## src/logic/raster_pkg.sv

```systemverilog
package raster_pkg;

    localparam int addr_width = 26;
    localparam int data_width = 32;
    localparam int record_words = 15;

    // x and y are signed 16.16 fixed point
    typedef struct packed {
        logic [data_width-1:0] x;
        logic [data_width-1:0] y;
        logic [data_width-1:0] z;
        logic [data_width-1:0] color;
    } vertex_t;

    typedef struct packed {
        vertex_t [2:0] vertex;
        logic [2:0][data_width-1:0] attr;
    } tri_record_t;

    typedef struct packed {
        logic signed [15:0] min_x;
        logic signed [15:0] max_x;
        logic signed [15:0] min_y;
        logic signed [15:0] max_y;
    } bbox_t;

    typedef struct packed {
        tri_record_t record;
        bbox_t bbox;
    } raster_tri_t;

    typedef struct packed {
        logic busy;
        logic done;
        logic [31:0] tri_total;
        logic [31:0] tri_emitted;
    } fetch_status_t;

    typedef enum logic [1:0] {fetch_idle, fetch_header, fetch_record} fetch_state_e;

    typedef enum logic {recv_header, recv_record} recv_state_e;

    typedef enum logic [7:0] {
        reg_control = 8'h00,
        reg_base = 8'h04,
        reg_status = 8'h08,
        reg_total = 8'h0c,
        reg_emitted = 8'h10
    } reg_addr_e;

endpackage

```

## src/logic/triangle_fifo.sv

```systemverilog
`timescale 1ns/1ns

module triangle_fifo #(
    parameter int fifo_depth_log2 = 2
) (
    input  logic clock,
    input  logic reset,
    input  logic push,
    input  raster_pkg::tri_record_t push_data,
    input  logic pop,
    output raster_pkg::tri_record_t head,
    output logic empty,
    output logic [fifo_depth_log2:0] free_slots
);
    import raster_pkg::*;

    localparam int depth = 1 << fifo_depth_log2;
    localparam logic [fifo_depth_log2:0] depth_slots = (fifo_depth_log2 + 1)'(depth);

    tri_record_t slots [depth];
    logic [fifo_depth_log2-1:0] wr_ptr;
    logic [fifo_depth_log2-1:0] rd_ptr;
    logic [fifo_depth_log2:0] count;
    logic full;
    logic do_push;
    logic do_pop;

    assign empty = (count == '0);
    assign full = (count == depth_slots);
    assign free_slots = depth_slots - count;
    assign do_push = push && !full;
    assign do_pop = pop && !empty;

    // Show-ahead output
    assign head = slots[rd_ptr];

    always_ff @(posedge clock) begin
        if (do_push) begin
            slots[wr_ptr] <= push_data;
        end
    end

    always_ff @(posedge clock or negedge reset) begin
        if (!reset) begin
            wr_ptr <= '0;
            rd_ptr <= '0;
            count <= '0;
        end else begin
            if (do_push) begin
                wr_ptr <= wr_ptr + 1'b1;
            end
            if (do_pop) begin
                rd_ptr <= rd_ptr + 1'b1;
            end
            if (do_push && !do_pop) begin
                count <= count + 1'b1;
            end else if (do_pop && !do_push) begin
                count <= count - 1'b1;
            end
        end
    end

endmodule

```

## src/logic/vertex_fetch.sv

```systemverilog
`timescale 1ns/1ns

module vertex_fetch #(
    parameter int fifo_depth_log2 = 2
) (
    input  logic clock,
    input  logic reset,
    input  logic start,
    input  logic [raster_pkg::addr_width-1:0] base,

    output logic [raster_pkg::addr_width-1:0] mem_address,
    output logic mem_read,
    input  logic [raster_pkg::data_width-1:0] mem_readdata,
    input  logic mem_readdatavalid,
    input  logic mem_waitrequest,

    output raster_pkg::fetch_status_t status,
    output raster_pkg::tri_record_t fifo_head,
    output logic fifo_empty,
    input  logic pop
);
    import raster_pkg::*;

    localparam int count_width = fifo_depth_log2 + 1;

    fetch_state_e req_state;
    recv_state_e recv_state;
    logic [3:0] req_words;
    logic [3:0] recv_words;
    logic [31:0] tri_requested;
    logic [31:0] tri_total;
    logic [31:0] tri_emitted;
    logic [count_width-1:0] in_flight;
    logic [count_width-1:0] free_slots;
    logic header_valid;
    logic launched;
    logic start_accept;
    logic slot_free;
    logic record_start;
    logic done;
    logic push;
    tri_record_t record_buf;

    assign start_accept = start && (req_state == fetch_idle);
    // A slot counts as taken from the first request of a record until it is popped
    assign slot_free = in_flight < free_slots;
    assign record_start = (req_state == fetch_record) && !mem_read && header_valid
        && (tri_requested < tri_total) && slot_free;

    assign done = header_valid && (tri_emitted == tri_total);

    always_comb begin
        status.busy = launched && !done;
        status.done = done;
        status.tri_total = tri_total;
        status.tri_emitted = tri_emitted;
    end

    always_ff @(posedge clock or negedge reset) begin
        if (!reset) begin
            req_state <= fetch_idle;
            mem_read <= 1'b0;
            mem_address <= '0;
            req_words <= '0;
            tri_requested <= '0;
        end else begin
            case (req_state)
                fetch_idle: begin
                    if (start_accept) begin
                        mem_address <= base;
                        mem_read <= 1'b1;
                        tri_requested <= '0;
                        req_state <= fetch_header;
                    end
                end
                fetch_header: begin
                    if (!mem_waitrequest) begin
                        mem_read <= 1'b0;
                        req_state <= fetch_record;
                    end
                end
                fetch_record: begin
                    if (mem_read) begin
                        if (!mem_waitrequest) begin
                            if (req_words == 4'(record_words - 1)) begin
                                mem_read <= 1'b0;
                                req_words <= '0;
                            end else begin
                                mem_address <= mem_address + addr_width'(4);
                                req_words <= req_words + 4'd1;
                            end
                        end
                    end else if (record_start) begin
                        mem_address <= mem_address + addr_width'(4);
                        mem_read <= 1'b1;
                        tri_requested <= tri_requested + 32'd1;
                    end else if (header_valid && tri_requested == tri_total) begin
                        req_state <= fetch_idle;
                    end
                end
                default: req_state <= fetch_idle;
            endcase
        end
    end

    always_ff @(posedge clock or negedge reset) begin
        if (!reset) begin
            in_flight <= '0;
        end else begin
            case ({record_start, push})
                2'b10: in_flight <= in_flight + count_width'(1);
                2'b01: in_flight <= in_flight - count_width'(1);
                default: in_flight <= in_flight;
            endcase
        end
    end

    always_ff @(posedge clock or negedge reset) begin
        if (!reset) begin
            recv_state <= recv_header;
            recv_words <= '0;
            header_valid <= 1'b0;
            tri_total <= '0;
            tri_emitted <= '0;
            launched <= 1'b0;
            push <= 1'b0;
        end else begin
            push <= 1'b0;
            if (start_accept) begin
                recv_state <= recv_header;
                recv_words <= '0;
                header_valid <= 1'b0;
                tri_total <= '0;
                tri_emitted <= '0;
                launched <= 1'b1;
            end else begin
                if (pop && !fifo_empty) begin
                    tri_emitted <= tri_emitted + 32'd1;
                end
                if (mem_readdatavalid) begin
                    if (recv_state == recv_header) begin
                        tri_total <= mem_readdata;
                        header_valid <= 1'b1;
                        recv_state <= recv_record;
                    end else if (recv_words == 4'(record_words - 1)) begin
                        recv_words <= '0;
                        push <= 1'b1;
                    end else begin
                        recv_words <= recv_words + 4'd1;
                    end
                end
            end
        end
    end

    // Words 0 to 11 are the vertices in x, y, z, color order, then three attributes
    always_ff @(posedge clock) begin
        if (mem_readdatavalid && recv_state == recv_record) begin
            if (recv_words < 4'd12) begin
                case (recv_words[1:0])
                    2'd0: record_buf.vertex[recv_words[3:2]].x <= mem_readdata;
                    2'd1: record_buf.vertex[recv_words[3:2]].y <= mem_readdata;
                    2'd2: record_buf.vertex[recv_words[3:2]].z <= mem_readdata;
                    default: record_buf.vertex[recv_words[3:2]].color <= mem_readdata;
                endcase
            end else begin
                record_buf.attr[2'(recv_words - 4'd12)] <= mem_readdata;
            end
        end
    end

    triangle_fifo #(
        .fifo_depth_log2(fifo_depth_log2)
    ) fifo (
        .clock(clock),
        .reset(reset),
        .push(push),
        .push_data(record_buf),
        .pop(pop),
        .head(fifo_head),
        .empty(fifo_empty),
        .free_slots(free_slots)
    );

endmodule

```

## src/logic/triangle_setup.sv

```systemverilog
`timescale 1ns/1ns

module triangle_setup (
    input  logic clock,
    input  logic reset,
    input  raster_pkg::tri_record_t head,
    input  logic empty,
    output logic pop,
    output raster_pkg::raster_tri_t tri_out,
    output logic tri_valid,
    input  logic stall
);
    import raster_pkg::*;

    bbox_t box;
    logic signed [15:0] x [3];
    logic signed [15:0] y [3];

    function automatic logic signed [15:0] min3(input logic signed [15:0] a,
                                                input logic signed [15:0] b,
                                                input logic signed [15:0] c);
        logic signed [15:0] m;
        m = (a < b) ? a : b;
        return (m < c) ? m : c;
    endfunction

    function automatic logic signed [15:0] max3(input logic signed [15:0] a,
                                                input logic signed [15:0] b,
                                                input logic signed [15:0] c);
        logic signed [15:0] m;
        m = (a > b) ? a : b;
        return (m > c) ? m : c;
    endfunction

    // Integer part of 16.16
    always_comb begin
        for (int v = 0; v < 3; v++) begin
            x[v] = head.vertex[v].x[31:16];
            y[v] = head.vertex[v].y[31:16];
        end
        box.min_x = min3(x[0], x[1], x[2]);
        box.max_x = max3(x[0], x[1], x[2]);
        box.min_y = min3(y[0], y[1], y[2]);
        box.max_y = max3(y[0], y[1], y[2]);
    end

    assign pop = !empty && (!tri_valid || !stall);

    always_ff @(posedge clock or negedge reset) begin
        if (!reset) begin
            tri_valid <= 1'b0;
        end else if (pop) begin
            tri_valid <= 1'b1;
        end else if (!stall) begin
            tri_valid <= 1'b0;
        end
    end

    always_ff @(posedge clock) begin
        if (pop) begin
            tri_out.record <= head;
            tri_out.bbox <= box;
        end
    end

endmodule

```

## src/logic/raster_ctrl_regs.sv

```systemverilog
`timescale 1ns/1ns

module raster_ctrl_regs (
    input  logic clock,
    input  logic reset,

    input  logic [7:0] awaddr,
    input  logic awvalid,
    output logic awready,
    input  logic [raster_pkg::data_width-1:0] wdata,
    input  logic [raster_pkg::data_width/8-1:0] wstrb,
    input  logic wvalid,
    output logic wready,
    output logic [1:0] bresp,
    output logic bvalid,
    input  logic bready,
    input  logic [7:0] araddr,
    input  logic arvalid,
    output logic arready,
    output logic [raster_pkg::data_width-1:0] rdata,
    output logic [1:0] rresp,
    output logic rvalid,
    input  logic rready,

    output logic start,
    output logic [raster_pkg::addr_width-1:0] base,
    input  raster_pkg::fetch_status_t status
);
    import raster_pkg::*;

    logic write_fire;
    logic read_fire;

    assign write_fire = awready && awvalid && wready && wvalid;
    assign read_fire = arready && arvalid;

    // OKAY on every response
    assign bresp = 2'b00;
    assign rresp = 2'b00;

    always_ff @(posedge clock or negedge reset) begin
        if (!reset) begin
            awready <= 1'b0;
            wready <= 1'b0;
            bvalid <= 1'b0;
            start <= 1'b0;
            base <= '0;
        end else begin
            start <= 1'b0;
            awready <= 1'b0;
            wready <= 1'b0;
            // Address and data are taken together, one cycle after both show up
            if (awvalid && wvalid && !awready && !bvalid) begin
                awready <= 1'b1;
                wready <= 1'b1;
            end
            if (write_fire) begin
                bvalid <= 1'b1;
                if (awaddr == reg_control && wstrb[0] && wdata[0] && !status.busy) begin
                    start <= 1'b1;
                end
                if (awaddr == reg_base) begin
                    for (int b = 0; b < addr_width; b++) begin
                        if (wstrb[b / 8]) begin
                            base[b] <= wdata[b];
                        end
                    end
                end
            end else if (bvalid && bready) begin
                bvalid <= 1'b0;
            end
        end
    end

    always_ff @(posedge clock or negedge reset) begin
        if (!reset) begin
            arready <= 1'b0;
            rvalid <= 1'b0;
        end else if (read_fire) begin
            arready <= 1'b0;
            rvalid <= 1'b1;
        end else if (rvalid) begin
            if (rready) begin
                rvalid <= 1'b0;
                arready <= 1'b1;
            end
        end else begin
            arready <= 1'b1;
        end
    end

    // Control reads back as zero, like any unmapped offset
    always_ff @(posedge clock) begin
        if (read_fire) begin
            case (araddr)
                reg_base: rdata <= data_width'(base);
                reg_status: rdata <= data_width'({status.done, status.busy});
                reg_total: rdata <= status.tri_total;
                reg_emitted: rdata <= status.tri_emitted;
                default: rdata <= '0;
            endcase
        end
    end

endmodule

```

## src/logic/raster_front.sv

```systemverilog
`timescale 1ns/1ns

module raster_front #(
    parameter int fifo_depth_log2 = 2
) (
    input  logic clock,
    input  logic reset,

    input  logic [7:0] awaddr,
    input  logic awvalid,
    output logic awready,
    input  logic [raster_pkg::data_width-1:0] wdata,
    input  logic [raster_pkg::data_width/8-1:0] wstrb,
    input  logic wvalid,
    output logic wready,
    output logic [1:0] bresp,
    output logic bvalid,
    input  logic bready,
    input  logic [7:0] araddr,
    input  logic arvalid,
    output logic arready,
    output logic [raster_pkg::data_width-1:0] rdata,
    output logic [1:0] rresp,
    output logic rvalid,
    input  logic rready,

    output logic [raster_pkg::addr_width-1:0] mem_address,
    output logic mem_read,
    input  logic [raster_pkg::data_width-1:0] mem_readdata,
    input  logic mem_readdatavalid,
    input  logic mem_waitrequest,

    output raster_pkg::raster_tri_t tri_out,
    output logic tri_valid,
    input  logic stall
);
    import raster_pkg::*;

    logic start;
    logic [addr_width-1:0] base;
    fetch_status_t status;
    tri_record_t fifo_head;
    logic fifo_empty;
    logic pop;

    raster_ctrl_regs regs (
        .clock(clock),
        .reset(reset),
        .awaddr(awaddr),
        .awvalid(awvalid),
        .awready(awready),
        .wdata(wdata),
        .wstrb(wstrb),
        .wvalid(wvalid),
        .wready(wready),
        .bresp(bresp),
        .bvalid(bvalid),
        .bready(bready),
        .araddr(araddr),
        .arvalid(arvalid),
        .arready(arready),
        .rdata(rdata),
        .rresp(rresp),
        .rvalid(rvalid),
        .rready(rready),
        .start(start),
        .base(base),
        .status(status)
    );

    vertex_fetch #(
        .fifo_depth_log2(fifo_depth_log2)
    ) fetch (
        .clock(clock),
        .reset(reset),
        .start(start),
        .base(base),
        .mem_address(mem_address),
        .mem_read(mem_read),
        .mem_readdata(mem_readdata),
        .mem_readdatavalid(mem_readdatavalid),
        .mem_waitrequest(mem_waitrequest),
        .status(status),
        .fifo_head(fifo_head),
        .fifo_empty(fifo_empty),
        .pop(pop)
    );

    triangle_setup setup (
        .clock(clock),
        .reset(reset),
        .head(fifo_head),
        .empty(fifo_empty),
        .pop(pop),
        .tri_out(tri_out),
        .tri_valid(tri_valid),
        .stall(stall)
    );

endmodule

```

## config.mk

```make
export PLATFORM = sky130hd
export DESIGN_NAME = raster_front
export DESIGN_NICKNAME = d
export VERILOG_FILES = /design/src/logic/raster_pkg.sv /design/src/logic/triangle_fifo.sv /design/src/logic/vertex_fetch.sv /design/src/logic/triangle_setup.sv /design/src/logic/raster_ctrl_regs.sv /design/src/logic/raster_front.sv
export SDC_FILE = /design/constraint.sdc
export NUM_CORES = 2
export LEC_CHECK = 0
export ABC_AREA = 1
export BUFFER_PORTS_ARGS = -buffer_cell sky130_fd_sc_hd__buf_2
export CAP_MARGIN = 5
export CORE_UTILIZATION = 41
export DETAILED_ROUTE_END_ITERATION = 12
export PLACE_DENSITY = 0.56
export SYNTH_ARGS = -nofsm -noshare
export SYNTH_HDL_FRONTEND = slang
export SYNTH_SLANG_ARGS = --single-unit
export TNS_END_PERCENT = 10
```

## constraint.sdc

```tcl
create_clock -name clock -period 65 [get_ports clock]
set_clock_uncertainty 0.05 [all_clocks]
set_input_delay 6.5 -clock clock [delete_from_list [all_inputs] [get_ports clock]]
set_output_delay 6.5 -clock clock [all_outputs]
set_load 0.02 [all_outputs]
```

## Word level (Yosys, flattened, before mapping)

Memories as Yosys holds them, arrays and structs flattened.
Index checks and enable logic that the tools add are counted.

| word-level totals | value |
|---|---|
| register bits | 1,235 |
| RAM bits | 1,920 |
| bits of input ports | 94 |
| output and inout port bits | 613 |
| word-level logic and storage cells | 269 |
| memories | 1 |

Memory list:

| memory | depth | width | rd ports | clocked after Yosys merged registers in | wr ports | line | RTL |
|---|---|---|---|---|---|---|---|
| fetch.fifo.slots | 4 | 480 | 1 | 0 | 1 | triangle_fifo.sv:20 | `tri_record_t slots [depth];` |

| operators by class | value |
|---|---|
| add/subtract/negate cells | 13 |
| $lt $le $gt $ge | 15 |
| eq/ne operators | 28 |
| multiplexer cells | 85 |
| bitwise gates (word level) | 2 |
| reduce and logical (&&, ||, !) cells | 64 |

Operator list:

| operator | count |
|---|---|
| bitwise mux 384 bit | 4 |
| case mux 384 bit (3 select lines) | 1 |
| demux 128 bit (select 2 bit) | 4 |
| two-way mux 32 bit | 10 |
| two-way mux 26 bit | 5 |
| two-way mux 128 bit | 1 |
| two-way mux 16 bit | 8 |
| case mux 32 bit (4 select lines) | 1 |
| bitwise mux 96 bit | 1 |
| two-way mux 96 bit | 1 |
| adder 32 x 1 -> 32 bit (second input constant) | 2 |
| demux 32 bit (select 2 bit) | 1 |
| == test 32 bit | 2 |
| greater-than comparator 16 bit | 4 |
| < comparator 16 bit | 4 |
| two-way mux 64 bit | 1 |
| case mux 32 bit (2 select lines) | 1 |
| case mux 26 bit (2 select lines) | 1 |
| < comparator 32 bit | 1 |
| two-way mux 1 bit | 30 |
| logical AND 1 bit | 27 |
| adder 26 x 3 -> 26 bit (second input constant) | 1 |
| two-way mux 4 bit | 5 |
| AND reduction 3 bit | 6 |
| other kinds (37) | 85 |

## Longest topological paths before layout

| logic depth | value |
|---|---|
| word-level depth | 8 |
| depth in mapped cells | 37 |
| mapped depth without buffers | 32 |

## Hierarchy

From an unflattened synthesis, not the netlist that was laid out.

| second synthesis, totals | value |
|---|---|
| cells, all modules | 10,325 |
| area, all modules | 129,416.6 um2 |

Modules (own cells, without submodules):

| module | instances | cells each | area an instance (um2) | seq. area each (um2) |
|---|---|---|---|---|
| triangle_fifo | 1 | 5,659 | 76,056.7 | 57,830.5 |
| vertex_fetch | 1 | 3,032 | 29,768.6 | 17,917.2 |
| triangle_setup | 1 | 1,275 | 20,438.4 | 16,360.7 |
| raster_ctrl_regs | 1 | 359 | 3,153.0 | 1,736.7 |

## Worst setup path after synthesis

No wires, ideal clock.

| timing | value |
|---|---|
| path type | flip-flop to flip-flop |
| start point | register fetch.fifo.count[0] |
| end point | memory fetch.fifo.slots[0][0] (netlist name) (enable) |
| library setup time | 1,334 ps |
| arrival | 21,058 ps |
| required time | 63,616 ps |
| slack | 42,558 ps |
| stages on the path, launching flop included | 7 |
| buffers on the path | 0 |
| period minus slack after synthesis | 22,442 ps |
| cells stage by stage | dfrtp_1 inv_1 ha_1 ha_1 nor2_1 inv_1 nor2_1 |

| between the ends | value |
|---|---|
| word-level cells in the longest chain between the ends | 5 |

Ends and longest elaborated chain:

| element | line | RTL |
|---|---|---|
| from (decl) | triangle_fifo.sv:23 | `logic [fifo_depth_log2:0] count;` |
| from (signal assigned) | triangle_fifo.sv:56 | `count <= count + 1'b1;` |
| from (signal assigned) | triangle_fifo.sv:58 | `count <= count - 1'b1;` |
| == test 3 bit | triangle_fifo.sv:29 | `assign full = (count == depth_slots);` |
| zero test 1 bit | triangle_fifo.sv:31 | `assign do_push = push && !full;` |
| logical AND 1 bit | triangle_fifo.sv:31 |  |
| via fetch.fifo.do_push | triangle_fifo.sv:25 | `logic do_push;` |
| two-way mux 1 bit | triangle_fifo.sv:38 | `if (do_push) begin` |
| two-way mux 1 bit (implied by the code) | triangle_fifo.sv:39 | `slots[wr_ptr] <= push_data;` |
| to (decl) | triangle_fifo.sv:20 |  |

The timed path passes the listed nets, and every way through them passes these cells.

## Worst setup path in the final report

| timing | value |
|---|---|
| start point | input port mem_readdatavalid |
| end point | register fetch.record_buf[215] (netlist name) (enable) |

| between the ends | value |
|---|---|
| word-level cells in the longest chain between the ends | 2 |

Ends and longest elaborated chain:

| element | line | RTL |
|---|---|---|
| from (decl) | raster_front.sv:30 | `input logic mem_readdatavalid,` |
| logical AND 1 bit | vertex_fetch.sv:158 | `if (mem_readdatavalid && recv_state == recv_record) begin` |
| AND reduction 2 bit (no line) | - |  |
| to (decl) | vertex_fetch.sv:42 | `tri_record_t record_buf;` |

Every way passes these cells.
A chain may end at the register's enable or synchronous reset.

==> out/metrics.sh <==
HOLD_PATH_DEPTH=1
FLOPS_LATCHES_SYNTH=3155
CRITPATHMOSTFREQUENTCELL='sky130_fd_sc_hd__buf_4'
CRIT_PATH_TOP_DELAY_CELL='sky130_fd_sc_hd__nor2_4'
REPORT.FINAL.SETUP_VIOL=0
CLK_SINKS=3155
INITIAL_CORE_UTIL=0.4134
DIE_W_UM=549.7
HOLD_CLASS='reg2reg'
FP.DIEAREA_UM2=302200
DRT_PASS1_ITERATIONS=6
TIMING.CRITICAL_PATH.TO_TYPE='flip-flop'
START_KIND='input pin'
CORE_UM2=297500
DRIVE_GT1_FRAC=0.1448
SYNTHDOMINANTAREACELLTYPE='sky130_fd_sc_hd__edfxtp_1'
NUM_VIAS=77143
REG2REG_SLACK_NS=56.36
WORST_HOLD_PATH.ENDPOINT='regs.awready'
GRT_USAGE=0.2329
SYNTH-EDFF-COUNT=2976
GLOBAL_ROUTE_WIRE_LENGTH_BEFORE_REPAIR_UM=513900
IO_PINS=707
FINAL_ANTENNA_NET_COUNT=0
TRANSITION_TIME_AT_THE_PIN_WITH_THE_LEAST_SLEW_MARGIN_NS=1.300
CTS_MADE_BUFFERS=332
GRT_PASS1_VIAS=72922
CHIPHEIGHT_UM=549.7
CTSHOLDBUFFERS=0
WORST_EP_REQUIRED_TIME_NS=65.48
MAX_FREQ_MHz=98.59
MAX-SLEW-MARGIN-REL=0.1315
CRITICAL_PATH_PEAK_FANOUT=56
CORE.ROWCOUNT=200
TRITONCTS='done'
DETAIL_ROUTE.WL_PER_CELL_UM=25.93
SYNTH_SEQ_AREA_SHARE=0.7630
NUMBER_OF_CELLS_PRODUCED_BY_SYNTHESIS=9013
CRIT_CHAIN='buf_2 -> nand2_1 -> inv_1 -> o21ai_0 -> buf_4 -> nor2_4 -> buf_4 -> buf_4 -> buf_4'
SLEW_VIOL_FINAL=0
PATH_DELAY_FAMILY='buffers and inverters'
POST_SYNTH_DESIGN_CELL_AREA_UM2=123000
DRT-INITIAL-DRC-COUNT=7349
POST_SYNTH_NUM_CELL_TYPES=65
DRC=0
DPL-INSTANCE-AREA_UM2=130900
VIA_PER_INST=5.541
GRT_OVERFLOW=0
MAX_CAP_VIOLATIONS=0
FINAL_NETS=9934
CLOCK_TREE.ROOT_CELL='sky130_fd_sc_hd__clkbuf_16'
RSZ0062_AT_GRT='false'
CP_DATA_ARRIVAL_TIME_NS=10.62
SYNTH_WARNINGS=0
P_LEAK_uW=0.05023
SYNTHTOPCELLSBYAREA='sky130_fd_sc_hd__edfxtp_1, sky130_fd_sc_hd__o21ai_0, sky130_fd_sc_hd__nand2_1, sky130_fd_sc_hd__dfrtp_1, sky130_fd_sc_hd__nor2_1'
CRITICAL_PATH.MAX_STAGE_DELAY_NS=0.94
CRIT_TYPE='in2reg'
SYNTHDOMINANTCELLAREASHARE=0.7266
PLACE_HPWL_UM=214300
PERIOD_SHARE=0.1560
SYNTHESIS.AREA_PER_INSTANCE_UM2=13.65
FINALINSTANCEAREA_UM2=142100
YS_DOMINANT_REG_CELL='sky130_fd_sc_hd__edfxtp_1'
GRT_ANTENNA_BEFORE_REPAIR=33
POST-CTS-SETUP-BUFFERS=0
AREA_GROWTH_SYN_TO_LAYOUT_PCT=15.51
HOLD_VIOL_FINAL=0
FINALCOREUTILIZATION=0.4775
TOTAL_NEGATIVE_SETUP_SLACK_NS=0
GP_ROUTABILITY_CONGESTION=0.8686
MIN_PERIOD_NS=10.14
INSERTION_DELAY_NS=0.93
R2R_END='setup.tri_out[1]'
POST-LAYOUT-TOTAL-POWER_uW=7854
CLKSLEWWORSTSETUPHOLDPATHS_NS=0.07
PLACE.PORT_BUFFERS=696
HOLD_PATH.STARTPOINT='regs.bvalid'
HTREEDEPTH=5
FINAL.HOLD.WORST_SLACK_NS=0.4090
YS_ASYNC_SR_FRACTION=0.05674
STATUS='complete, no violations'
CTSLONGESTPATHBUFFERS=4
CP.BUFFERS_INVERTERS=6
FF2FF_PATH_DEPTH=25
POWER.DENSITY_CELL_AREA_nW_PER_UM2=55.28
RR_STARTPOINT='fetch.fifo.rd_ptr[0]'
POST_CTS_RESIZE_COUNT=0
VDD_DROP_MAX_uV=58.29
POSTROUTEWIRELENGTH_UM=361000
GRT_START_MAX_NET_PINS=229
[cells in the mapped netlist, drive strengths merged, types with 5 or more instances]
cell,n
inv,398
buf,87
a31oi,5
ha,140
nor3,60
clkbuf,423
a32oi,63
o2111ai,7
dfrtp,179
nor4,27
mux2i,10
a211oi,5
o21a,5
nand2,1218
a21oi,173
nand4,31
xor2,36
o21ai,1205
nand3,130
xnor2,20
a221oi,6
o211ai,291
edfxtp,2976
o31ai,15
mux2,13
o221ai,25
o22ai,461
nor2,971
[cell type report]
class                      instances  area, µm²
fill                           25630     155500
sequential                      3155      93860
multi-input combinational       4949      25730
clock buffer                     397       8698
tap                             3939       4928
timing repair buffer             858       4843
clock inverter                   200       2415
inverter                         402       1540
antenna                           21      52.55
[per-layer routing]
layer / vias up / global-route usage / routed length (µm)
li1: 34778 / - / -
met1: 39014 / 0.3250 / 155800
met2: 2850 / 0.3694 / 168000
met3: 499 / 0.04365 / 26370
met4: 2 / 0.07244 / 10840
met5: - / 0 / 9
[worst max path at each step]
stage	from	end	slack, ns	cells past startpoint
2_1_floorplan	fetch.fifo.count[0]	fetch.fifo.slots[0][0]	42.56	6
3_3_place_gp	mem_readdatavalid	fetch.record_buf[149]	53.90	9
3_5_place_dp	mem_readdatavalid	fetch.record_buf[216]	53.88	9
4_1_cts	mem_readdatavalid	fetch.record_buf[215]	54.83	9
5_1_grt	mem_readdatavalid	fetch.record_buf[152]	54.66	9
6_report	mem_readdatavalid	fetch.record_buf[215]	54.86	9
[cell usage in the layout, fill, tap and decap left out, types with 41 or more instances in the layout]
cell type,synthesis,final
sky130_fd_sc_hd__a21oi_1,173,170
sky130_fd_sc_hd__a32oi_1,61,61
sky130_fd_sc_hd__buf_2,41,695
sky130_fd_sc_hd__buf_4,11,151
sky130_fd_sc_hd__bufinv_16,0,41
sky130_fd_sc_hd__clkbuf_1,423,56
sky130_fd_sc_hd__clkbuf_16,0,337
sky130_fd_sc_hd__clkinv_1,3,54
sky130_fd_sc_hd__clkinv_2,1,60
sky130_fd_sc_hd__dfrtp_1,179,176
sky130_fd_sc_hd__edfxtp_1,2976,2976
sky130_fd_sc_hd__ha_1,140,140
sky130_fd_sc_hd__inv_1,390,387
sky130_fd_sc_hd__nand2_1,1206,1205
sky130_fd_sc_hd__nand3_1,121,121
sky130_fd_sc_hd__nor2_1,966,954
sky130_fd_sc_hd__nor3_1,53,50
sky130_fd_sc_hd__o211ai_1,290,290
sky130_fd_sc_hd__o21ai_0,1180,1180
sky130_fd_sc_hd__o22ai_1,461,461
[metrics by stage]
step | cells | setup slack [ns]
after global placement | 13303 | 53.90
after floorplan | 9016 | 42.56
after CTS | 13900 | 54.83
after detailed placement | 13303 | 53.88
after global routing | 13901 | 54.66
final | 13921 | 54.86
[flip-flops by register name (all words and copies together) (netlist names), 2 cells and up]
register and count:
fetch.fifo.wr_ptr 2, fetch.fifo.count 3, fetch.record_buf 480, regs.rdata 32, regs.base 26, fetch.tri_total 32, fetch.tri_requested 32, fetch.in_flight 3
fetch.fifo.rd_ptr 2, fetch.req_state 2, fetch.fifo.slots 1920, setup.tri_out 544, fetch.req_words 4, fetch.tri_emitted 32, fetch.recv_words 4, fetch.mem_address 26
[kinds of logic after synthesis]
kind of cell    Yosys count  share of synthesized area
buf+inv                 912                    0.02902
fa+ha+maj               142                    0.01457
flops                  3155                     0.7630
compound gates         2274                     0.1073
mux                      23                   0.002004
other cells               1                 0.00003049
simple gates           2450                    0.08001
xor+xnor                 56                   0.003988
[power by group]
group | switching (µW) | internal [µW]
clock network | 808 | 1130
logic | 2000 | 728
registers | 295 | 2890
[worst register-to-register path: stages, from the launching register on]
cell                        delay [ns]
sky130_fd_sc_hd__dfrtp_4          0.72
sky130_fd_sc_hd__inv_16           0.64
sky130_fd_sc_hd__buf_4            0.88
sky130_fd_sc_hd__nand2_1          0.20
sky130_fd_sc_hd__a32oi_1          0.71
sky130_fd_sc_hd__inv_1            0.29
sky130_fd_sc_hd__ha_1             0.36
sky130_fd_sc_hd__nand3_1          0.07
sky130_fd_sc_hd__nor2_1           0.17
sky130_fd_sc_hd__nand2_1          0.16
sky130_fd_sc_hd__nand3_1          0.12
sky130_fd_sc_hd__nand2_1          0.06
sky130_fd_sc_hd__buf_4            0.22
sky130_fd_sc_hd__inv_1            0.08
sky130_fd_sc_hd__nand2_1          0.04
sky130_fd_sc_hd__inv_1            0.61
sky130_fd_sc_hd__o21ai_0          0.30
sky130_fd_sc_hd__ha_1             0.36
sky130_fd_sc_hd__a21oi_1          0.15
sky130_fd_sc_hd__nand3b_1         0.12
sky130_fd_sc_hd__a21oi_1          0.07
sky130_fd_sc_hd__a2111oi_0        0.37
sky130_fd_sc_hd__nand2_1          0.13
sky130_fd_sc_hd__xor2_1           0.16
sky130_fd_sc_hd__a21oi_2          0.86
sky130_fd_sc_hd__o21ai_0          0.41
Note: power is estimated with default switching activity, not from simulation.
